`src/source/exec_pkg.sv`:
```
////////////////////////////////////////
// Execution slice definitions
// Widths, operation codes and unit selector shared by
// the issue stage, both execution units and the register file
////////////////////////////////////////

package exec_pkg;

    // Datapath sizes
    localparam int XLEN       = 32;
    localparam int NUM_REGS   = 32;
    localparam int REG_ADDR_W = $clog2(NUM_REGS);
    localparam int SHAMT_W    = $clog2(XLEN);

    // Multiplier latency, acceptance edge to writeback edge
    localparam int MUL_STAGES = 3;

    typedef logic [XLEN-1:0]       data_t;
    typedef logic [REG_ADDR_W-1:0] reg_addr_t;
    typedef logic [3:0]            op_t;

    // Execution unit selector
    typedef logic unit_t;
    localparam unit_t UNIT_ALU = 1'b0;
    localparam unit_t UNIT_MUL = 1'b1;

    ////////////////////////////////////////
    // ALU operation codes
    localparam op_t OP_ADD  = 4'd0;
    localparam op_t OP_SUB  = 4'd1;
    localparam op_t OP_AND  = 4'd2;
    localparam op_t OP_OR   = 4'd3;
    localparam op_t OP_XOR  = 4'd4;
    localparam op_t OP_SLL  = 4'd5;
    localparam op_t OP_SRL  = 4'd6;
    localparam op_t OP_SRA  = 4'd7;
    localparam op_t OP_SLT  = 4'd8;
    localparam op_t OP_SLTU = 4'd9;
    // rd takes the immediate
    localparam op_t OP_LI   = 4'd10;

    ////////////////////////////////////////
    // Multiplier operation codes
    // Low word of the product
    localparam op_t OP_MUL    = 4'd0;
    // High word, signed x signed
    localparam op_t OP_MULH   = 4'd1;
    // High word, signed x unsigned
    localparam op_t OP_MULHSU = 4'd2;
    // High word, unsigned x unsigned
    localparam op_t OP_MULHU  = 4'd3;

endpackage

```
`src/source/mul_unit.sv`:
```
////////////////////////////////////////
// Pipelined multiplier
// 32x32 multiply over three stages returning the low or
// high word, one new operation accepted per cycle
////////////////////////////////////////

`timescale 1ns/100ps

module mul_unit import exec_pkg::*; (
    input  logic      clk,
    input  logic      rst_n,

    input  logic      mul_start,
    input  op_t       mul_op,
    input  data_t     mul_rs1,
    input  data_t     mul_rs2,
    input  reg_addr_t mul_rd,

    output logic      wb_valid,
    output reg_addr_t wb_rd,
    output data_t     wb_data
);

    logic a_signed;
    logic b_signed;
    logic sel_high;

    logic signed [XLEN:0]     s1_a;
    logic signed [XLEN:0]     s1_b;
    logic                     s1_high;
    logic signed [2*XLEN+1:0] s2_prod;
    logic                     s2_high;

    // Valid and rd travel alongside the data stages
    logic [MUL_STAGES-1:0] valid_q;
    reg_addr_t             rd_q [MUL_STAGES];

    // Operand signedness and word select per op
    always_comb begin
        case (mul_op)
            OP_MUL:    {a_signed, b_signed, sel_high} = 3'b110;
            OP_MULH:   {a_signed, b_signed, sel_high} = 3'b111;
            OP_MULHSU: {a_signed, b_signed, sel_high} = 3'b101;
            OP_MULHU:  {a_signed, b_signed, sel_high} = 3'b001;
            default:   {a_signed, b_signed, sel_high} = 3'b000;
        endcase
    end

    ////////////////////////////////////////
    // Control pipeline
    always_ff @(posedge clk or negedge rst_n) begin
        if (!rst_n) begin
            valid_q <= '0;
        end else begin
            valid_q <= {valid_q[MUL_STAGES-2:0], mul_start};
        end
    end

    always_ff @(posedge clk) begin
        rd_q[0] <= mul_rd;
        for (int k = 1; k < MUL_STAGES; k++) begin
            rd_q[k] <= rd_q[k-1];
        end
    end

    ////////////////////////////////////////
    // Data stages
    always_ff @(posedge clk) begin
        // Stage 1, extend to 33 bits
        if (mul_start) begin
            s1_a    <= {a_signed & mul_rs1[XLEN-1], mul_rs1};
            s1_b    <= {b_signed & mul_rs2[XLEN-1], mul_rs2};
            s1_high <= sel_high;
        end
        // Stage 2, full signed product
        if (valid_q[0]) begin
            s2_prod <= s1_a * s1_b;
            s2_high <= s1_high;
        end
        // Stage 3, word select
        if (valid_q[1]) begin
            wb_data <= s2_high ? s2_prod[2*XLEN-1:XLEN] : s2_prod[XLEN-1:0];
        end
    end

    assign wb_valid = valid_q[MUL_STAGES-1];
    assign wb_rd    = rd_q[MUL_STAGES-1];

endmodule

```
`config.mk`:
```
export PLATFORM = sky130hd
export DESIGN_NAME = mul_unit
export DESIGN_NICKNAME = d
export VERILOG_FILES = /design/src/source/exec_pkg.sv /design/src/source/mul_unit.sv
export SDC_FILE = /design/constraint.sdc
export NUM_CORES = 2
export LEC_CHECK = 0
export ABC_AREA = 1
export BUFFER_PORTS_ARGS = -buffer_cell sky130_fd_sc_hd__buf_2
export CORE_UTILIZATION = 58
export CTS_CLUSTER_SIZE = 14
export DETAILED_ROUTE_END_ITERATION = 8
export PLACE_DENSITY = 0.72
export SYNTH_ARGS = -nofsm -noshare
export SYNTH_HDL_FRONTEND = slang
export SYNTH_SLANG_ARGS = --single-unit
```
`constraint.sdc`:
```
create_clock -name clk -period 10.9 [get_ports clk]
set_input_delay 2.18 -clock clk [delete_from_list [all_inputs] [get_ports clk]]
set_output_delay 2.18 -clock clk [all_outputs]
set_load 0.005 [all_outputs]
```
==> out/qor.yml <==
status: "complete, no violations"
grt_max_degree: 66
cts_resized: 0
ctsHoldBuffers: 0
route.detailed.drc: 0
synth_top_area_share_pct: 48.7
max_cap_violations: 0
hold_start: "rd_q[0][4]$_DFF_P_"
grt_overflow: 0
relSlewSlack_pct: 29.4
hpwlAfterDp_mm: 100
worstMarginPinSlew_ns: 1.06
setup-violations-final: 0
cts_buffer_depth: 2
ys_ff_latch: 182
hold_end: "rd_q[0][9]$_DFF_P_"
path_cells: "buf_4, nand2_1, fa_1, fa_1, inv_1, fa_1, inv_1, fa_1, fa_1, inv_1, fa_1, fa_1, inv_1, fa_1, inv_1, ha_1, nand2_1, o21ai_0, a21oi_1, o21ai_1, a21oi_1, xnor2_1"
detail_route.wl_per_cell_um: 19.1
gp_congestion: 1.00
die_area_mm2: 0.0808
grt_usage_pct: 32.5
cts_setup_buffers: 0
layout_min_cycle_time_ns: 8.48
clockRootBuffer: "clkbuf_16"
yosys-top-cells-area: "fa_1 49%, inv_1 14%, nand2_1 11%, edfxtp_1 11%, ha_1 5.7%"
arrival_ns: 8.70
final_common_cell: "inv_1"
drv_slew: 0
rsz0062_at_grt: "false"
setup_tns_ns: 0
cp_common_cell: "fa_1"
dr.pass1.iters: 6
synth_nets: 6833
nets: 6763
synthesis.area_mm2: 0.0462
grt.met2_usage_pct: 57.2
required_ns: 11.12
r2r_cells: 22
use_met1_pct: 40.0
critPathCaptureType: "register"
synth_cell_type_count: 39
tritoncts: "built"
fin_worst_skew_ns: 0.0442
whs_path_depth: 0
yosys.area.top_type: "fa_1"
htree_levels: 4
finalHoldViolCount: 0
syn_inst: 5420
numPortBuffers: 113
busiest_layer: "met2"
reg2reg_slack_ns: 2.42
min_path_type: "reg -> reg"
path_clk_slew_ns: 0.08
slowest_stage: "edfxtp_1"
antenna_found_initial: 7
die_h_um: 284
drt_iter0_markers: 2479
ys_seq_area_share_pct: 11.5
ant_nets: 0
slowest_delay_ns: 0.75
fmax_ghz: 0.118
area_delta_synth_final_pct: 4.28
gr-usage-met3_pct: 4.61
clock_latency_ns: 0.52
ios: 114
first_global_vias: 37600
drive_above_1_share_pct: 5.80
grt_pass1_wl_mm: 201
crit_type: "reg -> reg"
yosysWarnings: 0
routed-via-count: 33700
wl_mm: 123
critical_path.max_fanout: 22
regToRegEndpoint: "s2_prod[35]$_DFFE_PP_"
most-common-layout-cells: "1757 x inv_1, 1322 x nand2_1, 1125 x fa_1, 212 x ha_1, 164 x edfxtp_1"
core.rowCount: 103
core_mm2: 0.0789
period_share_pct: 77.8
cts.sinks: 182
cts_buffers: 17
routed_via_density: 5.25
critPathLaunchType: "register"
reg2reg_from: "s1_a[19]$_DFFE_PP_"
die_w_um: 284
start_util_pct: 58.6
syn_area_per_cell_um2: 8.52
worst max-delay path: cells and delay by family (launching register included):
family	cells	cell delay, ns
AOI/OAI and AO/OA	4	1.36
xor gates and xnor gates	1	0.59
adders and majority gates	9	4.47
buffers and inverters	6	0.75
DFF	1	0.75
and+or+nand+nor	2	0.29
cell usage after synthesis (all sizes together):
cell type	number
dfrtp	3
nor4	1
xnor2	11
or2	11
nor3	12
clkbuf	261
inv	1766
a21o	5
nand4	14
o21bai	8
a21oi	84
a31oi	4
nand3b	2
fa	1125
dfxtp	15
nand2	1337
nor2	172
mux2	32
ha	212
o21a	3
nand3	73
o211ai	1
xor2	36
a21boi	1
o21ai	55
edfxtp	164
nor3b	1
buf	11
registers in the layout (all words and copies together) (netlist names):
register and flops:
rd_q 15, s1_a 33, s1_b 33, s1_high 1, s2_high 1, s2_prod 64
valid_q 3, wb_data 32
routing by layer:
metal  routed length [µm]  share of wire (%)
met1                45900                 37
met2                62400                 51
met3                 9110                7.4
met4                 5330                4.3
met5                   41              0.033
worst max path at each step:
| stage | slack (ns) | start | to | depth (start not counted) |
|---|---|---|---|---|
| 3_5_place_dp | 2.51 | s1_b[0]$_DFFE_PP_ | s2_prod[62]$_DFFE_PP_ | 26 |
| 3_3_place_gp | 2.57 | s1_a[21]$_DFFE_PP_ | s2_prod[35]$_DFFE_PP_ | 24 |
| 6_report | 2.42 | s1_a[19]$_DFFE_PP_ | s2_prod[35]$_DFFE_PP_ | 22 |
| 4_1_cts | 2.45 | s1_b[0]$_DFFE_PP_ | s2_prod[62]$_DFFE_PP_ | 26 |
| 5_1_grt | 1.94 | s1_b[0]$_DFFE_PP_ | s2_prod[62]$_DFFE_PP_ | 26 |
| 2_1_floorplan | 3.38 | s1_a[32]$_DFFE_PP_ | s2_prod[62]$_DFFE_PP_ | 27 |
layout make-up:
type / instances / area [µm²]
Timing Repair Buffer: 183 / 1090
Inverter: 1766 / 6630
Tap cell: 1050 / 1310
Fill cell: 6836 / 30700
Sequential cell: 182 / 5300
Clock inverter: 14 / 173
Clock buffer: 18 / 429
Antenna cell: 4 / 10.0
Multi-Input combinational cell: 3200 / 33200
cells by family (layout without fill, tap and decap cells):
kind of cell / Yosys count / count (layout) / share of synthesized area [%]
adders and majority gates: 1337 / 1337 / 54.5
DFF: 182 / 182 / 11.5
other: 0 / 4 / 0
AOI/OAI and AO/OA: 161 / 161 / 1.90
and+or+nand+nor: 1623 / 1623 / 13.9
buffers and inverters: 2038 / 1981 / 16.6
xor gates and xnor gates: 47 / 47 / 0.891
muxes: 32 / 32 / 0.780
metrics by stage:
stage                     cells  utilization, %  worst slack [ns]  hold WS (ns)  instance area [µm²]
final                      6417            61.1              2.42         0.328                48200
after global routing       6416            61.1              1.94         0.339                48200
after CTS                  6413            61.1              2.45         0.333                48200
after detailed placement   6381            60.3              2.51         0.313                47600
after global placement     6381            60.3              2.57         0.310                47600
after floorplan            5420               -              3.38         0.310                46200
Power is left out: the tool's default activity adds up to more than one toggle a clock period on the data nets, which glitch-free logic cannot reach.
