--- src/source/exec_pkg.sv ---
////////////////////////////////////////
// Execution slice definitions
// Widths, operation codes and unit selector shared by
// the issue stage, both execution units and the register file
////////////////////////////////////////

package exec_pkg;

    // Datapath sizes
    localparam int XLEN       = 32;
    localparam int NUM_REGS   = 32;
    localparam int REG_ADDR_W = $clog2(NUM_REGS);
    localparam int SHAMT_W    = $clog2(XLEN);

    // Multiplier latency, acceptance edge to writeback edge
    localparam int MUL_STAGES = 3;

    typedef logic [XLEN-1:0]       data_t;
    typedef logic [REG_ADDR_W-1:0] reg_addr_t;
    typedef logic [3:0]            op_t;

    // Execution unit selector
    typedef logic unit_t;
    localparam unit_t UNIT_ALU = 1'b0;
    localparam unit_t UNIT_MUL = 1'b1;

    ////////////////////////////////////////
    // ALU operation codes
    localparam op_t OP_ADD  = 4'd0;
    localparam op_t OP_SUB  = 4'd1;
    localparam op_t OP_AND  = 4'd2;
    localparam op_t OP_OR   = 4'd3;
    localparam op_t OP_XOR  = 4'd4;
    localparam op_t OP_SLL  = 4'd5;
    localparam op_t OP_SRL  = 4'd6;
    localparam op_t OP_SRA  = 4'd7;
    localparam op_t OP_SLT  = 4'd8;
    localparam op_t OP_SLTU = 4'd9;
    // rd takes the immediate
    localparam op_t OP_LI   = 4'd10;

    ////////////////////////////////////////
    // Multiplier operation codes
    // Low word of the product
    localparam op_t OP_MUL    = 4'd0;
    // High word, signed x signed
    localparam op_t OP_MULH   = 4'd1;
    // High word, signed x unsigned
    localparam op_t OP_MULHSU = 4'd2;
    // High word, unsigned x unsigned
    localparam op_t OP_MULHU  = 4'd3;

endpackage

--- src/source/register_file.sv ---
////////////////////////////////////////
// Register file
// 32 entries, two issue read ports, one inspection read
// port and one write port per writeback group
////////////////////////////////////////

`timescale 1ns/100ps

module register_file import exec_pkg::*; (
    input  logic      clk,
    input  logic      rst_n,

    // Issue read ports
    input  reg_addr_t rs1_addr,
    input  reg_addr_t rs2_addr,
    output data_t     rs1_data,
    output data_t     rs2_data,

    // Writeback group 0, ALU
    input  logic      wb0_valid,
    input  reg_addr_t wb0_rd,
    input  data_t     wb0_data,

    // Writeback group 1, multiplier
    input  logic      wb1_valid,
    input  reg_addr_t wb1_rd,
    input  data_t     wb1_data,

    input  reg_addr_t inspect_addr,
    output data_t     inspect_data
);

    data_t regs [NUM_REGS];

    logic [NUM_REGS-1:0] wb0_hit;
    logic [NUM_REGS-1:0] wb1_hit;

    ////////////////////////////////////////
    // Write decode
    // Entry 0 never matches, so x0 holds its reset value of zero
    always_comb begin
        wb0_hit = '0;
        wb1_hit = '0;
        for (int i = 1; i < NUM_REGS; i++) begin
            wb0_hit[i] = wb0_valid && (wb0_rd == reg_addr_t'(i));
            wb1_hit[i] = wb1_valid && (wb1_rd == reg_addr_t'(i));
        end
    end

    ////////////////////////////////////////
    // Storage
    // Groups never target the same register on one edge
    always_ff @(posedge clk or negedge rst_n) begin
        if (!rst_n) begin
            for (int i = 0; i < NUM_REGS; i++) begin
                regs[i] <= '0;
            end
        end else begin
            for (int i = 0; i < NUM_REGS; i++) begin
                if (wb0_hit[i]) begin
                    regs[i] <= wb0_data;
                end else if (wb1_hit[i]) begin
                    regs[i] <= wb1_data;
                end
            end
        end
    end

    // Combinational reads
    assign rs1_data     = regs[rs1_addr];
    assign rs2_data     = regs[rs2_addr];
    assign inspect_data = regs[inspect_addr];

endmodule

--- config.mk ---
export PLATFORM = sky130hd
export DESIGN_NAME = register_file
export DESIGN_NICKNAME = d
export VERILOG_FILES = /design/src/source/exec_pkg.sv /design/src/source/register_file.sv
export SDC_FILE = /design/constraint.sdc
export NUM_CORES = 2
export LEC_CHECK = 0
export BUFFER_PORTS_ARGS = -buffer_cell sky130_fd_sc_hd__buf_4
export CELL_PAD_IN_SITES_DETAIL_PLACEMENT = 1
export CELL_PAD_IN_SITES_GLOBAL_PLACEMENT = 1
export CORE_AREA = 2 2 399 401
export DETAILED_ROUTE_END_ITERATION = 10
export DIE_AREA = 0 0 401 403
export HOLD_SLACK_MARGIN = 0.05
export PLACE_DENSITY = 0.81
export SLEW_MARGIN = 30
export SYNTH_ARGS = -nofsm -noshare
export SYNTH_HDL_FRONTEND = slang
export SYNTH_SLANG_ARGS = --single-unit
--- constraint.sdc ---
create_clock -name clk -period 4.95 [get_ports clk]
set_input_delay 0.7425 -clock clk [delete_from_list [all_inputs] [get_ports clk]]
set_output_delay 0.7425 -clock clk [all_outputs]
set_load 0.005 [all_outputs]
==> qor.csv <==
stage,metric,value,unit
outcome,status,"complete, no violations",
yosys,ys_seq_elements,992,
yosys,synth.top_cell.area_share,0.353,
global_routing,grt_start_max_net_pins,111,
finish,drive_gt1_frac,0.211,
floorplan,row_count,146,
sta,setup_viol,0,
worst_setup_path,r2r_cells,2,
worst_setup_path,max_stage_delay,0.78,ns
clocking,cts_made_buffers,114,
global_routing,track_usage,0.377,
worst_setup_path,crit_arrival,3.66,ns
yosys,yosys-top-cells-count,"1282 x mux2i_1, 992 x dfrtp_1, 576 x mux4_2, 546 x clkbuf_1, 537 x nor2_1",
power_and_ir_drop,ir_worst_vdd,0.000305,V
yosys,avgSynthCellArea,10.6,um^2
yosys,synthDistinctLibCells,36,
yosys,synth_area,0.0703,mm^2
sta,fin_crit_sh,0.890,
floorplan,design.core.area,0.157,mm^2
sta,final_max_slew_viol_count,0,
yosys,ys.flop_type,dfrtp_1,
placement,placed_area,0.0738,mm^2
floorplan,io_pins,189,
sta,min_period,4.40,ns
hold_path,hold_depth,3,
worst_setup_path,criticalPathCategory,in2out,
global_routing,antenna_found_initial,16,
routing,routed_via_density,7.44,
global_routing,grt_pass1_wl,452,mm
power_and_ir_drop,cellPowerDensity,404,mW/mm^2
finish,nNetsFinal,6428,
worst_setup_path,required,4.21,ns
worst_setup_path,crit_family,buffers and inverters,
worst_setup_path,cp_max_fo,49,
finish,finish.instance_area,0.0781,mm^2
yosys,ys_warn_count,0,
global_routing,grt_pass1_vias,66500,
worst_setup_path,cp_slowest_cell,buf_4,
hold_path,whs_endpoint,regs[638],
routing,wirelength,311,mm
yosys,yosysTopAreaCell,dfrtp_1,
clocking,cts_buffer_depth,3,
worst_setup_path,critical_path.cell_chain,buf_8 -> buf_4 -> mux4_2 -> mux2i_1 -> and2_1 -> o31ai_2 -> buf_4 -> buf_4,
finish,area_delta_synth_final,11.1,%
routing,firstDrtPassIters,8,
worst_setup_path,critPathLaunchType,input pin,
worst_setup_path,cp_common_cell,buf_4,
clocking,cts_tree,done,
placement,place.gp.congestion,0.909,
sta,clock_skew,0,ns
hold_path,min_from,wb0_data[30],
floorplan,die_w,401,um
sta,relSlewSlack,0.242,
worst_setup_path,worst-path-buf-inv,4,
placement,io_buffers,188,
finish,top_regs,regs x992,
routing,drtAntennaViolNets,0,
sta,worst_pin_slew,1.13,ns
worst_setup_path,end_kind,output pin,
finish,largest_register_ffs,992,
sta,hold_viol_final,0,
worst_setup_path,r2r_end,regs[450],
yosys,async_flop_share,1.00,
routing,drc,0,
yosys,syn_inst,6624,
placement,place_hpwl,188,mm
clocking,clock-sinks,992,
sta,rsz0062_at_grt,no,
sta,tns,0,ns
run,maxCapViolCount,0,
yosys,synth_area_leaders,"dfrtp_1 35%, mux4_2 18%, mux2i_1 18%",
worst_setup_path,r2r-start,regs[450],
global_routing,grt_overflow,0,
routing,drt_iter0_markers,9139,
yosys,ys_seq_area_frac,0.353,
yosys,syn_nets,6717,
power_and_ir_drop,power_leakage,33.8,nW
finish,regArea,0.0248,mm^2
finish,multi_input_area,0.0425,mm^2
routing,vias,63300,
clocking,cts_root_buffer,clkbuf_16,
yosys,synth.most_common_cell,mux2i_1,
floorplan,fp.dieH,403,um
clocking,clk_pin_slew,0.06,ns
finish,nFillCells,16700,
sta,timing.fmax,227,MHz
yosys,synth_edf_count,0,
clocking,insertion_delay,0.77,ns
floorplan,die_area,0.162,mm^2
finish,regMostFlops,regs,
worst_setup_path,ff2ff_setup_slack,3.73,ns
floorplan,initial_core_util,0.446,
routing,wl_per_cell,36.6,um
hold_path,hp-class,in2reg,
clocking,cts_max_level,3,
-- worst reg2reg max path: cells and delay by family (launching register included) --
family	cells	cell delay [ns]
compound gates	1	0.44
flops	1	0.48
mux	1	0.13
-- metal layers --
metal | up-vias | track usage | share of wire
met5 | - | 0 | 0.00050
met4 | 26 | 0.245 | 0.075
met3 | 1531 | 0.128 | 0.13
met2 | 5134 | 0.560 | 0.44
met1 | 32400 | 0.468 | 0.35
li1 | 24200 | - | -
-- timing repair --
action                                 CTS  global route
endpoints found under the hold margin   14             0
hold buffers                             1             0
setup endpoints to repair                0             0
gates resized for setup                  0             0
buffers inserted                         0             0
-- cell usage in the layout (no fill, tap or decap), drive strengths merged, types with 4 or more instances in the layout --
| master | count |
|---|---|
| nand3 | 4 |
| nand2b | 9 |
| mux2i | 1282 |
| a22o | 287 |
| dfrtp | 992 |
| and2 | 100 |
| o21ai | 576 |
| inv | 7 |
| mux4 | 576 |
| mux2 | 95 |
| a21oi | 512 |
| nor2 | 540 |
| o22ai | 96 |
| o31ai | 96 |
| clkbuf | 159 |
| clkinv | 18 |
| diode | 10 |
| a211oi | 96 |
| nand2 | 509 |
| bufinv | 16 |
| clkinvlp | 8 |
| buf | 406 |
| nor2b | 16 |
-- worst max path at each step --
stage                      startpoint           end  slack, ns  cells after the start
after floorplan           rs1_addr[0]  rs1_data[10]       1.98                      7
after global placement    rs1_addr[2]   rs1_data[0]       0.66                      8
after detailed placement  rs1_addr[2]   rs1_data[0]       0.63                      8
after CTS                 rs1_addr[2]   rs1_data[0]       0.63                      8
after global routing      rs1_addr[2]   rs1_data[0]       0.61                      8
final                     rs1_addr[2]   rs1_data[0]       0.55                      8
-- kinds of logic (layout without fill, tap and decap cells) --
group,after synthesis,in the layout,share of synthesized area
mux,1953,1953,0.382
other cells,0,10,0
flops,992,992,0.353
buf+inv,815,615,0.0514
compound gates,1663,1663,0.142
simple gates,1201,1201,0.0707
-- area by class of cell --
cell class / count / share of cell area
Multi-Input combinational cell: 4817 / 0.544
Sequential cell: 992 / 0.318
Timing Repair Buffer: 407 / 0.0530
Clock buffer: 159 / 0.0422
Tap cell: 2072 / 0.0332
Clock inverter: 46 / 0.00904
Antenna cell: 10 / 0.000320
Inverter: 3 / 0.000144
-- per-stage QoR --
step / instances / util / setup slack [ns] / power (W) / hold slack, ns
2_1_floorplan: 6624 / - / 1.98 / 0.0185 / 0.447
3_3_place_gp: 8266 / 0.466 / 0.655 / 0.0210 / 0.563
3_5_place_dp: 8283 / 0.469 / 0.634 / 0.0218 / 0.587
4_1_cts: 8489 / 0.494 / 0.634 / 0.0311 / 0.369
5_1_grt: 8499 / 0.496 / 0.609 / 0.0326 / 0.403
6_report: 8506 / 0.496 / 0.546 / 0.0315 / 0.407
-- report_power, final --
group | internal, W | switching [W] | total [W]
combinational | 0.00501 | 0.00441 | 0.00942
sequential | 0.0103 | 0.00252 | 0.0128
clock | 0.00546 | 0.00386 | 0.00932
No activity file was read; power rests on OpenSTA's default activity.
