File: src/source/exec_pkg.sv
////////////////////////////////////////
// Execution slice definitions
// Widths, operation codes and unit selector shared by
// the issue stage, both execution units and the register file
////////////////////////////////////////

package exec_pkg;

    // Datapath sizes
    localparam int XLEN       = 32;
    localparam int NUM_REGS   = 32;
    localparam int REG_ADDR_W = $clog2(NUM_REGS);
    localparam int SHAMT_W    = $clog2(XLEN);

    // Multiplier latency, acceptance edge to writeback edge
    localparam int MUL_STAGES = 3;

    typedef logic [XLEN-1:0]       data_t;
    typedef logic [REG_ADDR_W-1:0] reg_addr_t;
    typedef logic [3:0]            op_t;

    // Execution unit selector
    typedef logic unit_t;
    localparam unit_t UNIT_ALU = 1'b0;
    localparam unit_t UNIT_MUL = 1'b1;

    ////////////////////////////////////////
    // ALU operation codes
    localparam op_t OP_ADD  = 4'd0;
    localparam op_t OP_SUB  = 4'd1;
    localparam op_t OP_AND  = 4'd2;
    localparam op_t OP_OR   = 4'd3;
    localparam op_t OP_XOR  = 4'd4;
    localparam op_t OP_SLL  = 4'd5;
    localparam op_t OP_SRL  = 4'd6;
    localparam op_t OP_SRA  = 4'd7;
    localparam op_t OP_SLT  = 4'd8;
    localparam op_t OP_SLTU = 4'd9;
    // rd takes the immediate
    localparam op_t OP_LI   = 4'd10;

    ////////////////////////////////////////
    // Multiplier operation codes
    // Low word of the product
    localparam op_t OP_MUL    = 4'd0;
    // High word, signed x signed
    localparam op_t OP_MULH   = 4'd1;
    // High word, signed x unsigned
    localparam op_t OP_MULHSU = 4'd2;
    // High word, unsigned x unsigned
    localparam op_t OP_MULHU  = 4'd3;

endpackage

File: src/source/alu_unit.sv
////////////////////////////////////////
// Integer ALU
// RV32I register-register operations plus load-immediate,
// result registered together with its destination
////////////////////////////////////////

`timescale 1ns/100ps

module alu_unit import exec_pkg::*; (
    input  logic      clk,
    input  logic      rst_n,

    input  logic      alu_start,
    input  op_t       alu_op,
    input  data_t     alu_rs1,
    input  data_t     alu_rs2,
    input  data_t     alu_imm,
    input  reg_addr_t alu_rd,

    output logic      wb_valid,
    output reg_addr_t wb_rd,
    output data_t     wb_data
);

    logic [SHAMT_W-1:0] shamt;
    data_t              result;

    // Upper bits of rs2 are ignored for shifts
    assign shamt = alu_rs2[SHAMT_W-1:0];

    ////////////////////////////////////////
    // Operation select
    always_comb begin
        case (alu_op)
            OP_ADD:  result = alu_rs1 + alu_rs2;
            OP_SUB:  result = alu_rs1 - alu_rs2;
            OP_AND:  result = alu_rs1 & alu_rs2;
            OP_OR:   result = alu_rs1 | alu_rs2;
            OP_XOR:  result = alu_rs1 ^ alu_rs2;
            OP_SLL:  result = alu_rs1 << shamt;
            OP_SRL:  result = alu_rs1 >> shamt;
            OP_SRA:  result = data_t'($signed(alu_rs1) >>> shamt);
            // Comparisons give 1 or 0
            OP_SLT:  result = {{(XLEN-1){1'b0}}, $signed(alu_rs1) < $signed(alu_rs2)};
            OP_SLTU: result = {{(XLEN-1){1'b0}}, alu_rs1 < alu_rs2};
            OP_LI:   result = alu_imm;
            default: result = '0;
        endcase
    end

    ////////////////////////////////////////
    // Writeback register
    always_ff @(posedge clk or negedge rst_n) begin
        if (!rst_n) begin
            wb_valid <= 1'b0;
        end else begin
            wb_valid <= alu_start;
        end
    end

    // Payload only moves on a start
    always_ff @(posedge clk) begin
        if (alu_start) begin
            wb_rd   <= alu_rd;
            wb_data <= result;
        end
    end

endmodule

File: config.mk
export PLATFORM = sky130hd
export DESIGN_NAME = alu_unit
export DESIGN_NICKNAME = d
export VERILOG_FILES = /design/src/source/exec_pkg.sv /design/src/source/alu_unit.sv
export SDC_FILE = /design/constraint.sdc
export NUM_CORES = 1
export LEC_CHECK = 0
export ABC_AREA = 1
export BUFFER_PORTS_ARGS = -buffer_cell sky130_fd_sc_hd__buf_2
export CORE_ASPECT_RATIO = 1.75
export CORE_UTILIZATION = 46
export CTS_CLUSTER_DIAMETER = 30
export CTS_CLUSTER_SIZE = 12
export DETAILED_ROUTE_END_ITERATION = 7
export PLACE_DENSITY = 0.7
export SETUP_SLACK_MARGIN = 0.3
export SLEW_MARGIN = 20
export SYNTH_ARGS = -nofsm -noshare
export SYNTH_HDL_FRONTEND = slang
export SYNTH_SLANG_ARGS = --single-unit
File: constraint.sdc
create_clock -name clk -period 0.8 [get_ports clk]
set_input_delay 0.12 -clock clk [delete_from_list [all_inputs] [get_ports clk]]
set_output_delay 0.12 -clock clk [all_outputs]
set_load 0.03 [all_outputs]
==> metrics, run 1 <==
run status=stopped before the end; Failed at=global routing; stop err=[ERROR GRT-0232] Routing congestion too high. Check the congestion heatmap in the GUI.; GR Overflow Total=221; Worst EP Category=sequential cell input; largest net degree at the start of global routing=36; number of enable flip-flop cells after synthesis=37; ys flop type=edfxtp_1; Ports=146; Mean Syn Cell Area=5.31 sq um; GPL Wtd Cong=1.10; placement row count=76; YS warnings=0; Mapped Cells=2179; Initial Utilization=47.0%; Yosys reg bits=38; CTS buffer count=5; Placed Instance Area=16400 sq um; Global Route Usage Sum=78.1%; Distinct cells, synth=46; Clock Sinks=38; HPWL Detailed=56000 microns; CTS Buffer Depth=2; H-tree depth=2; Die Wd=122 microns; Cells after DPL=3064; Die Ht=212 microns; pin ending the worst setup path after global-route repair=wb_data[11]$_DFFE_PP_/D; sequential fraction of the synthesis area=9.82%; syn_nets=2390; Post-Synth XOR/XNOR Area=0.0757%; mux contribution to synthesized area=0%; Post-Syn Area=11600 sq um; IO buf count=145; CTS root buf=clkbuf_16; compound-gate portion of the synthesized area=12.2%; Async S/R FF share, synth=2.63%; Synth Area in Adders=11.3%; largest family of logic cells by synthesized area=simple AND/OR/NAND/NOR gates; Synth Area in Simple Gates=52.1%
==> stage by stage <==
step	setup slack, ns	util (%)
after detailed placement	-1.65	66.8
after global placement	-1.64	66.8
after floorplan	-1.23	-
after CTS	-0.966	78.6
==> cell families after synthesis <==
group	count (synthesis)
AND/OR/NAND/NOR	1394
buffers and inverters	397
AO/OA/AOI/OAI	246
adder cells (fa/ha/maj)	103
flip-flops	38
XOR/XNOR	1
==> timing repair <==
action	in CTS
setup endpoints to repair	70
endpoints found under the hold margin	5
hold buffers	1
pin swaps	155
gates cloned	1
gates resized for setup	693
buffers inserted	38
==> per-layer routing <==
layer | track usage [%] | overflow
met2 | 97.8 | 147
met1 | 76.4 | 4
met5 | 17.1 | 0
met3 | 57.8 | 1
met4 | 84.4 | 69
==> synthesized netlist by cell type (2+ instances only) <==
master / number / share of area (%)
a21boi_0: 2 / 0.13
a21oi_1: 83 / 3.6
a221oi_1: 3 / 0.23
a221oi_2: 3 / 0.39
and2_1: 13 / 0.70
buf_1: 10 / 0.32
buf_2: 53 / 2.3
buf_4: 13 / 0.84
buf_6: 9 / 0.88
clkbuf_1: 8 / 0.26
clkbuf_2: 4 / 0.17
edfxtp_1: 37 / 9.6
fa_1: 2 / 0.35
ha_1: 101 / 11
inv_1: 285 / 9.2
inv_2: 12 / 0.39
inv_4: 2 / 0.11
nand2_1: 746 / 24
nand2_2: 14 / 0.76
nand2_4: 3 / 0.29
nand3_1: 380 / 16
nand3b_1: 7 / 0.45
nand4_1: 15 / 0.81
nor2_1: 172 / 5.6
nor2_2: 4 / 0.22
nor2_4: 8 / 0.78
nor2_8: 3 / 0.52
nor3_1: 23 / 1.0
nor4_1: 2 / 0.11
o2111ai_1: 4 / 0.30
o211ai_1: 22 / 1.4
o21a_1: 2 / 0.13
o21ai_0: 82 / 3.5
o21ai_1: 18 / 0.78
o21bai_1: 9 / 0.58
o221ai_1: 5 / 0.38
o22ai_1: 11 / 0.59
==> run 2: changes to the inputs <==
--- a/config.mk
+++ b/config.mk
@@ -7,13 +7,9 @@
 export LEC_CHECK = 0
 export ABC_AREA = 1
 export BUFFER_PORTS_ARGS = -buffer_cell sky130_fd_sc_hd__buf_2
-export CORE_ASPECT_RATIO = 1.75
-export CORE_UTILIZATION = 46
-export CTS_CLUSTER_DIAMETER = 30
-export CTS_CLUSTER_SIZE = 12
+export CORE_UTILIZATION = 31
 export DETAILED_ROUTE_END_ITERATION = 7
-export PLACE_DENSITY = 0.7
-export SETUP_SLACK_MARGIN = 0.3
+export PLACE_DENSITY_LB_ADDON = 0.15
 export SLEW_MARGIN = 20
 export SYNTH_ARGS = -nofsm -noshare
 export SYNTH_HDL_FRONTEND = slang
==> constraint.sdc (replaced) <==
create_clock -name clk -period 1.05 [get_ports clk]
set_input_delay 0.1575 -clock clk [delete_from_list [all_inputs] [get_ports clk]]
set_output_delay 0.1575 -clock clk [all_outputs]
set_load 0.03 [all_outputs]
==> metrics, run 2 <==
Slew Limit Headroom=53.0%; Iter 0 DRT Violations=1405; top cell type's share of synthesized area=24.2% (unchanged); wire per inst=21.5 microns; number of flip-flops in the largest register=32; Final #Nets=2988; die area=38100 sq um; Tightest Pin Transition=0.702 ns; final period utilization=170%; TritonCTS clock tree=yes; HP Class=in2reg; Yosys reg bits=38 (unchanged); run status=complete, but fails checks; Ports=146 (unchanged); number of enable flip-flop cells after synthesis=37 (unchanged); static leakage=0.0102 uW; crit start category=input port; setup slack after layout=-0.732 ns; final wirelength=69800 microns; Critical Path Fanout Max=6; failing checks=negative setup slack; routed wire length on met3=5750 microns; placement row count=70 (-7.9%); final setup violation count=49; # DRC=0; CTS buffer count=5 (unchanged); Post-Syn Area=11600 sq um (unchanged); CTS root buf=clkbuf_16; Met2 Wirelength=31600 microns; Place WS=-1.51 ns (+0.148 ns); DR vias=17224; most frequent cells in the layout=nand2_1, buf_4, nand3_1; Largest Register=wb_data; GR Overflow Total=0; RSZ-0062 raised after global routing=yes; sw frac=49.0%; GPL Wtd Cong=1.01 (-7.4%); Worst EP required=1.06 ns; highest ir drop seen on vdd=0.000914 V; number of max-cap violations=0; ys flop type=edfxtp_1; post-layout min period=1.78 ns; Cells after DPL=3191 (+4.1%); total iterations of the first detailed-routing run=5; Crit. End Element=flop; synthesis-to-finish area growth=71.4%; leading cell type in the layout, fill and taps excluded=nand2_1; vias in the first global route=16203; # fillers=3765; most frequent cells after synthesis=nand2_1, nand3_1, inv_1, nor2_1, ha_1; HPWL Detailed=56900 microns (+1.6%); Distinct cells, synth=46 (unchanged); Async S/R FF share, synth=2.63% (unchanged); sequential fraction of the synthesis area=9.82% (unchanged); largest net degree at the start of global routing=36; first-pass GRT wire length=99400 microns; Placed Instance Area=16400 sq um (about the same); Clock Sinks=38 (unchanged); fmax=0.561 GHz; share of layout cells above drive strength 1=45.9%; Max Transition Viols Final=0; Mean Syn Cell Area=5.31 sq um (unchanged); Initial Utilization=31.5% (-15 points); Regs by FF count=wb_data (32), wb_rd (5), wb_valid (1); Synth area leaders=nand2_1, nand3_1, ha_1; Die Wd=195 microns (+60%); net switching power=6920 uW; Final Hold Fails=0; dominant cell type by area after synthesis=nand2_1; core region area=36700 sq um; Final Power=14100 uW; Top Metal Used=met4; DRT met1 WL=30200 microns; IO buf count=145 (unchanged); power share of the combinational group=71.9%; Setup CP Type=in2reg; initial antenna violation count=1; routed vias/inst=5.30; fin cells=3247; Detail Route Antenna Nets=0; Global Route Usage Sum=35.3%; Final Cell Area=19800 sq um; P per Cell Area=712 nW/um^2; syn_nets=2390 (unchanged); Mapped Cells=2179 (unchanged); count leader, synth=nand2_1; clock network power share=14.0%; Die Ht=195 microns (-7.8%); critical path arrival=1.79 ns; CTS Buffer Depth=2 (unchanged); Cell Int Power=7210 uW; YS warnings=0 (unchanged); Worst-path clk slew=0.07 ns; H-tree depth=2 (unchanged); Seq pwr share=14.1%
-- run 2: worst max-delay path, stage by stage --
cell,delay (ns)
buf_8,0.08
clkinvlp_4,0.13
ha_4,0.36
buf_6,0.13
nand2_4,0.05
inv_4,0.07
nand2_2,0.05
nand2_1,0.05
nand2_1,0.05
nand3b_1,0.12
buf_6,0.14
nand2_4,0.05
nand2_2,0.08
nand2_2,0.05
nand3_2,0.05
nand4_1,0.17
-- run 2: cell type report --
| cell class | count | area (sq um) | share of cell area, % |
|---|---|---|---|
| multi-input cells | 1744 | 11200 | 56.3 |
| repair buffers | 688 | 5590 | 28.2 |
| inverters | 300 | 1180 | 5.98 |
| flip-flops and latches | 38 | 1140 | 5.73 |
| well taps | 468 | 586 | 2.95 |
| clock buffers | 6 | 129 | 0.650 |
| clock inverters | 2 | 37.5 | 0.189 |
| diodes | 1 | 2.50 | 0.0126 |
-- run 2: per-stage QoR --
stage / utilization [%] / setup TNS, ns / hold WS, ns
final: 54.0 / -20.49 / 0.0129
after global routing: 54.0 / -22.98 / 0.00531
after CTS: 51.1 / -20.30 / 0.00638
after detailed placement: 44.8 / -39.58 / -0.0600
after global placement: 44.8 / -39.59 / -0.0678
after floorplan: - / -29.29 / -0.138
-- run 2: power groups by stage --
stage	combinational, uW	clock (uW)	sequential, uW
floorplan	3680	0	2300
global placement	7970	0	2000
detailed placement	7970	0	2000
CTS	9270	2020	1990
global route	10800	2040	2000
finish	10200	1980	2000
-- run 2: worst paths after layout --
check,start,to,slack [ns],cells past startpoint
max in group asynchronous,rst_n,wb_valid$_DFF_PN0_,0.79,2
min,alu_rd[3],wb_rd[3]$_DFFE_PP_,0.01,1
min in group asynchronous,rst_n,wb_valid$_DFF_PN0_,0.18,2
max,alu_rs2[4],wb_data[18]$_DFFE_PP_,-0.73,16
-- run 2: kinds of logic (layout without fill, tap and decap cells) --
kind of cell,count (synthesis),after routing,share of synthesized area [%]
adders and majority gates,103,103,11.3
DFF,38,38,9.82
xor gates and xnor gates,1,1,0.0757
buffers and inverters,397,996,14.6
other,0,1,0
AOI/OAI and AO/OA,246,246,12.2
and+or+nand+nor,1394,1394,52.1
-- run 2: repair_timing --
item / in CTS / in global routing
setup buffers: 36 / 10
cloned: 4 / 0
pin swaps: 119 / 100
hold buffers: 1 / 0
endpoints found under the hold margin: 1 / 0
gates resized for setup: 521 / 299
endpoints found under the setup margin: 51 / 55
-- run 2: metal layers --
metal	vias to the layer above	track usage [%]
met5	-	0
met4	0	10.0
met3	110	5.01
met2	671	57.5
met1	8207	48.2
li1	8236	-
No activity file was read; power rests on OpenSTA's default activity.
==> run 3: changes to the inputs <==
==> constraint.sdc (replaced) <==
create_clock -name clk -period 1.05 [get_ports clk]
set_input_delay 0 -clock clk [delete_from_list [all_inputs] [get_ports clk]]
set_output_delay 0 -clock clk [all_outputs]
set_load 0.03 [all_outputs]
==> metrics, run 3 (synthesized netlist as in run 2, its figures left out) <==
number of max-cap violations=0 (unchanged); routed vias/inst=5.29 (-0.22%); Die Wd=195 microns (unchanged); DR vias=17292 (+0.39%); Final Power=14800 uW (+4.4%); grt met1 use=48.1% (-0.14 points); wire per inst=21.6 microns (+0.21%); placement row count=70 (unchanged); share of layout cells above drive strength 1=49.6% (+3.8 points); Setup CP Type=in2reg; vias in the first global route=16514 (+1.9%); Crit. End Element=flop; RSZ-0062 raised after global routing=yes; met2 Usage GRT=57.4% (-0.093 points); final setup violation count=32 (-35%); setup slack after layout=-0.630 ns (+0.102 ns); Place WS=-1.33 ns (+0.172 ns); Final #Nets=3009 (+0.70%); Die Ht=195 microns (unchanged); leading cell type in the layout, fill and taps excluded=nand2_1; met3 usage=5.60% (+0.59 points); final period utilization=160% (-9.8 points); CTS Buffer Depth=2 (unchanged); largest net degree at the start of global routing=45 (+25%); failing checks=negative setup slack; total iterations of the first detailed-routing run=5 (unchanged); P per Cell Area=718 nW/um^2 (+0.79%); # fillers=3708 (-1.5%); crit start category=input port; initial antenna violation count=0 (-1); highest ir drop seen on vdd=0.000736 V (-19%); # DRC=0 (unchanged); GR Overflow Total=0 (unchanged); Iter 0 DRT Violations=1459 (+3.8%); Worst-path clk slew=0.08 ns (about the same); HP Class=in2reg; most frequent cells in the layout=nand2_1, buf_4, nand3_1; post-layout min period=1.68 ns (-0.102 ns); HPWL Detailed=56700 microns (-0.47%); Final Cell Area=20500 sq um (+3.6%); static leakage=0.0105 uW (+2.6%); Placed Instance Area=16500 sq um (+0.50%); Initial Utilization=31.5% (unchanged); die area=38100 sq um (unchanged); H-tree depth=2 (unchanged); Global Route Usage Sum=35.7% (+0.39 points); core region area=36700 sq um (unchanged); GPL Wtd Cong=1.03 (+1.8%); final wirelength=70400 microns (+0.83%); Regs by FF count=wb_data (32), wb_rd (5), wb_valid (1); Final Hold Fails=0 (unchanged); Slew Limit Headroom=62.1% (+9.1 points); Critical Path Fanout Max=11 (+5); Largest Register=wb_data; CTS buffer count=5 (unchanged); Worst EP required=1.07 ns (about the same); Detail Route Antenna Nets=0 (unchanged); Clock Sinks=38 (unchanged); first-pass GRT wire length=101000 microns (+1.1%); IO buf count=145 (unchanged); Ports=146 (unchanged); run status=complete, but fails checks; critical path arrival=1.70 ns (-0.09 ns); number of antenna diodes=0 (-1); CTS root buf=clkbuf_16; TritonCTS clock tree=yes; synthesis-to-finish area growth=77.6%; fmax=0.595 GHz (+6.1%); Tightest Pin Transition=0.562 ns (-0.140 ns); Max Transition Viols Final=0 (unchanged); number of flip-flops in the largest register=32 (unchanged); GR peak layer=met2
-- run 3: metal layers --
| layer | vias up | wire length (microns) |
|---|---|---|
| met5 | - | 0 |
| li1 | 8278 | - |
| met2 | 686 | 31700 |
| met1 | 8208 | 30900 |
| met4 | 0 | 2810 |
| met3 | 120 | 5030 |
-- run 3: worst max-delay path, cell delays in order --
cell	delay, ns
buf_12	0.11
buf_12	0.16
clkinv_16	0.09
buf_16	0.17
nand2_2	0.09
nand3_1	0.10
nand3_1	0.13
nand2_1	0.09
nand2_1	0.11
nand2_1	0.09
nand2_2	0.10
nand3_1	0.08
nand2_1	0.17
nand4_1	0.18
-- run 3: where the power goes --
part	internal (uW)	leakage (uW)	switching, uW
clock network	1360	0.0000915	855
logic	4360	0.0100	6210
registers	1880	0.000369	91.5
total	7600	0.0105	7150
-- run 3: cell type report --
cell class / instances / area, sq um / area share (%)
clock buffer: 5 / 125 / 0.609
clock inverter: 3 / 63.8 / 0.311
inverter: 300 / 1210 / 5.87
multi-input combinational: 1744 / 11700 / 57.0
sequential: 38 / 1140 / 5.53
tap: 468 / 586 / 2.85
timing repair buffer: 708 / 5710 / 27.8
timing repair inverter: 1 / 6.26 / 0.0304
-- run 3: worst paths after layout --
kind | depth (start not counted) | slack, ns | start | endpoint
max | 14 | -0.63 | alu_rs2[0] | wb_data[18]$_DFFE_PP_
min | 2 | 0.07 | alu_start | wb_valid$_DFF_PN0_
max in group asynchronous | 3 | 0.45 | rst_n | wb_valid$_DFF_PN0_
min in group asynchronous | 3 | 0.50 | rst_n | wb_valid$_DFF_PN0_
-- run 3: repair_timing --
| item | CTS | global route |
|---|---|---|
| cloned | 5 | 0 |
| resized for setup | 586 | 348 |
| hold buffers | 7 | 0 |
| pin swaps | 147 | 167 |
| buffers inserted | 27 | 27 |
| hold endpoints to repair | 6 | 0 |
| setup endpoints to repair | 32 | 32 |
-- run 3: metrics by stage --
| stage | util (%) | TNS (ns) | hold slack [ns] | instances |
|---|---|---|---|---|
| 4_1_cts | 52.0 | -14.41 | 0.0629 | 3245 |
| 6_report | 56.0 | -16.36 | 0.0745 | 3267 |
| 3_5_place_dp | 45.0 | -34.86 | -0.224 | 3202 |
| 2_1_floorplan | - | -24.25 | -0.296 | 2179 |
| 5_1_grt | 56.0 | -18.62 | 0.0800 | 3267 |
| 3_3_place_gp | 45.0 | -34.57 | -0.225 | 3202 |
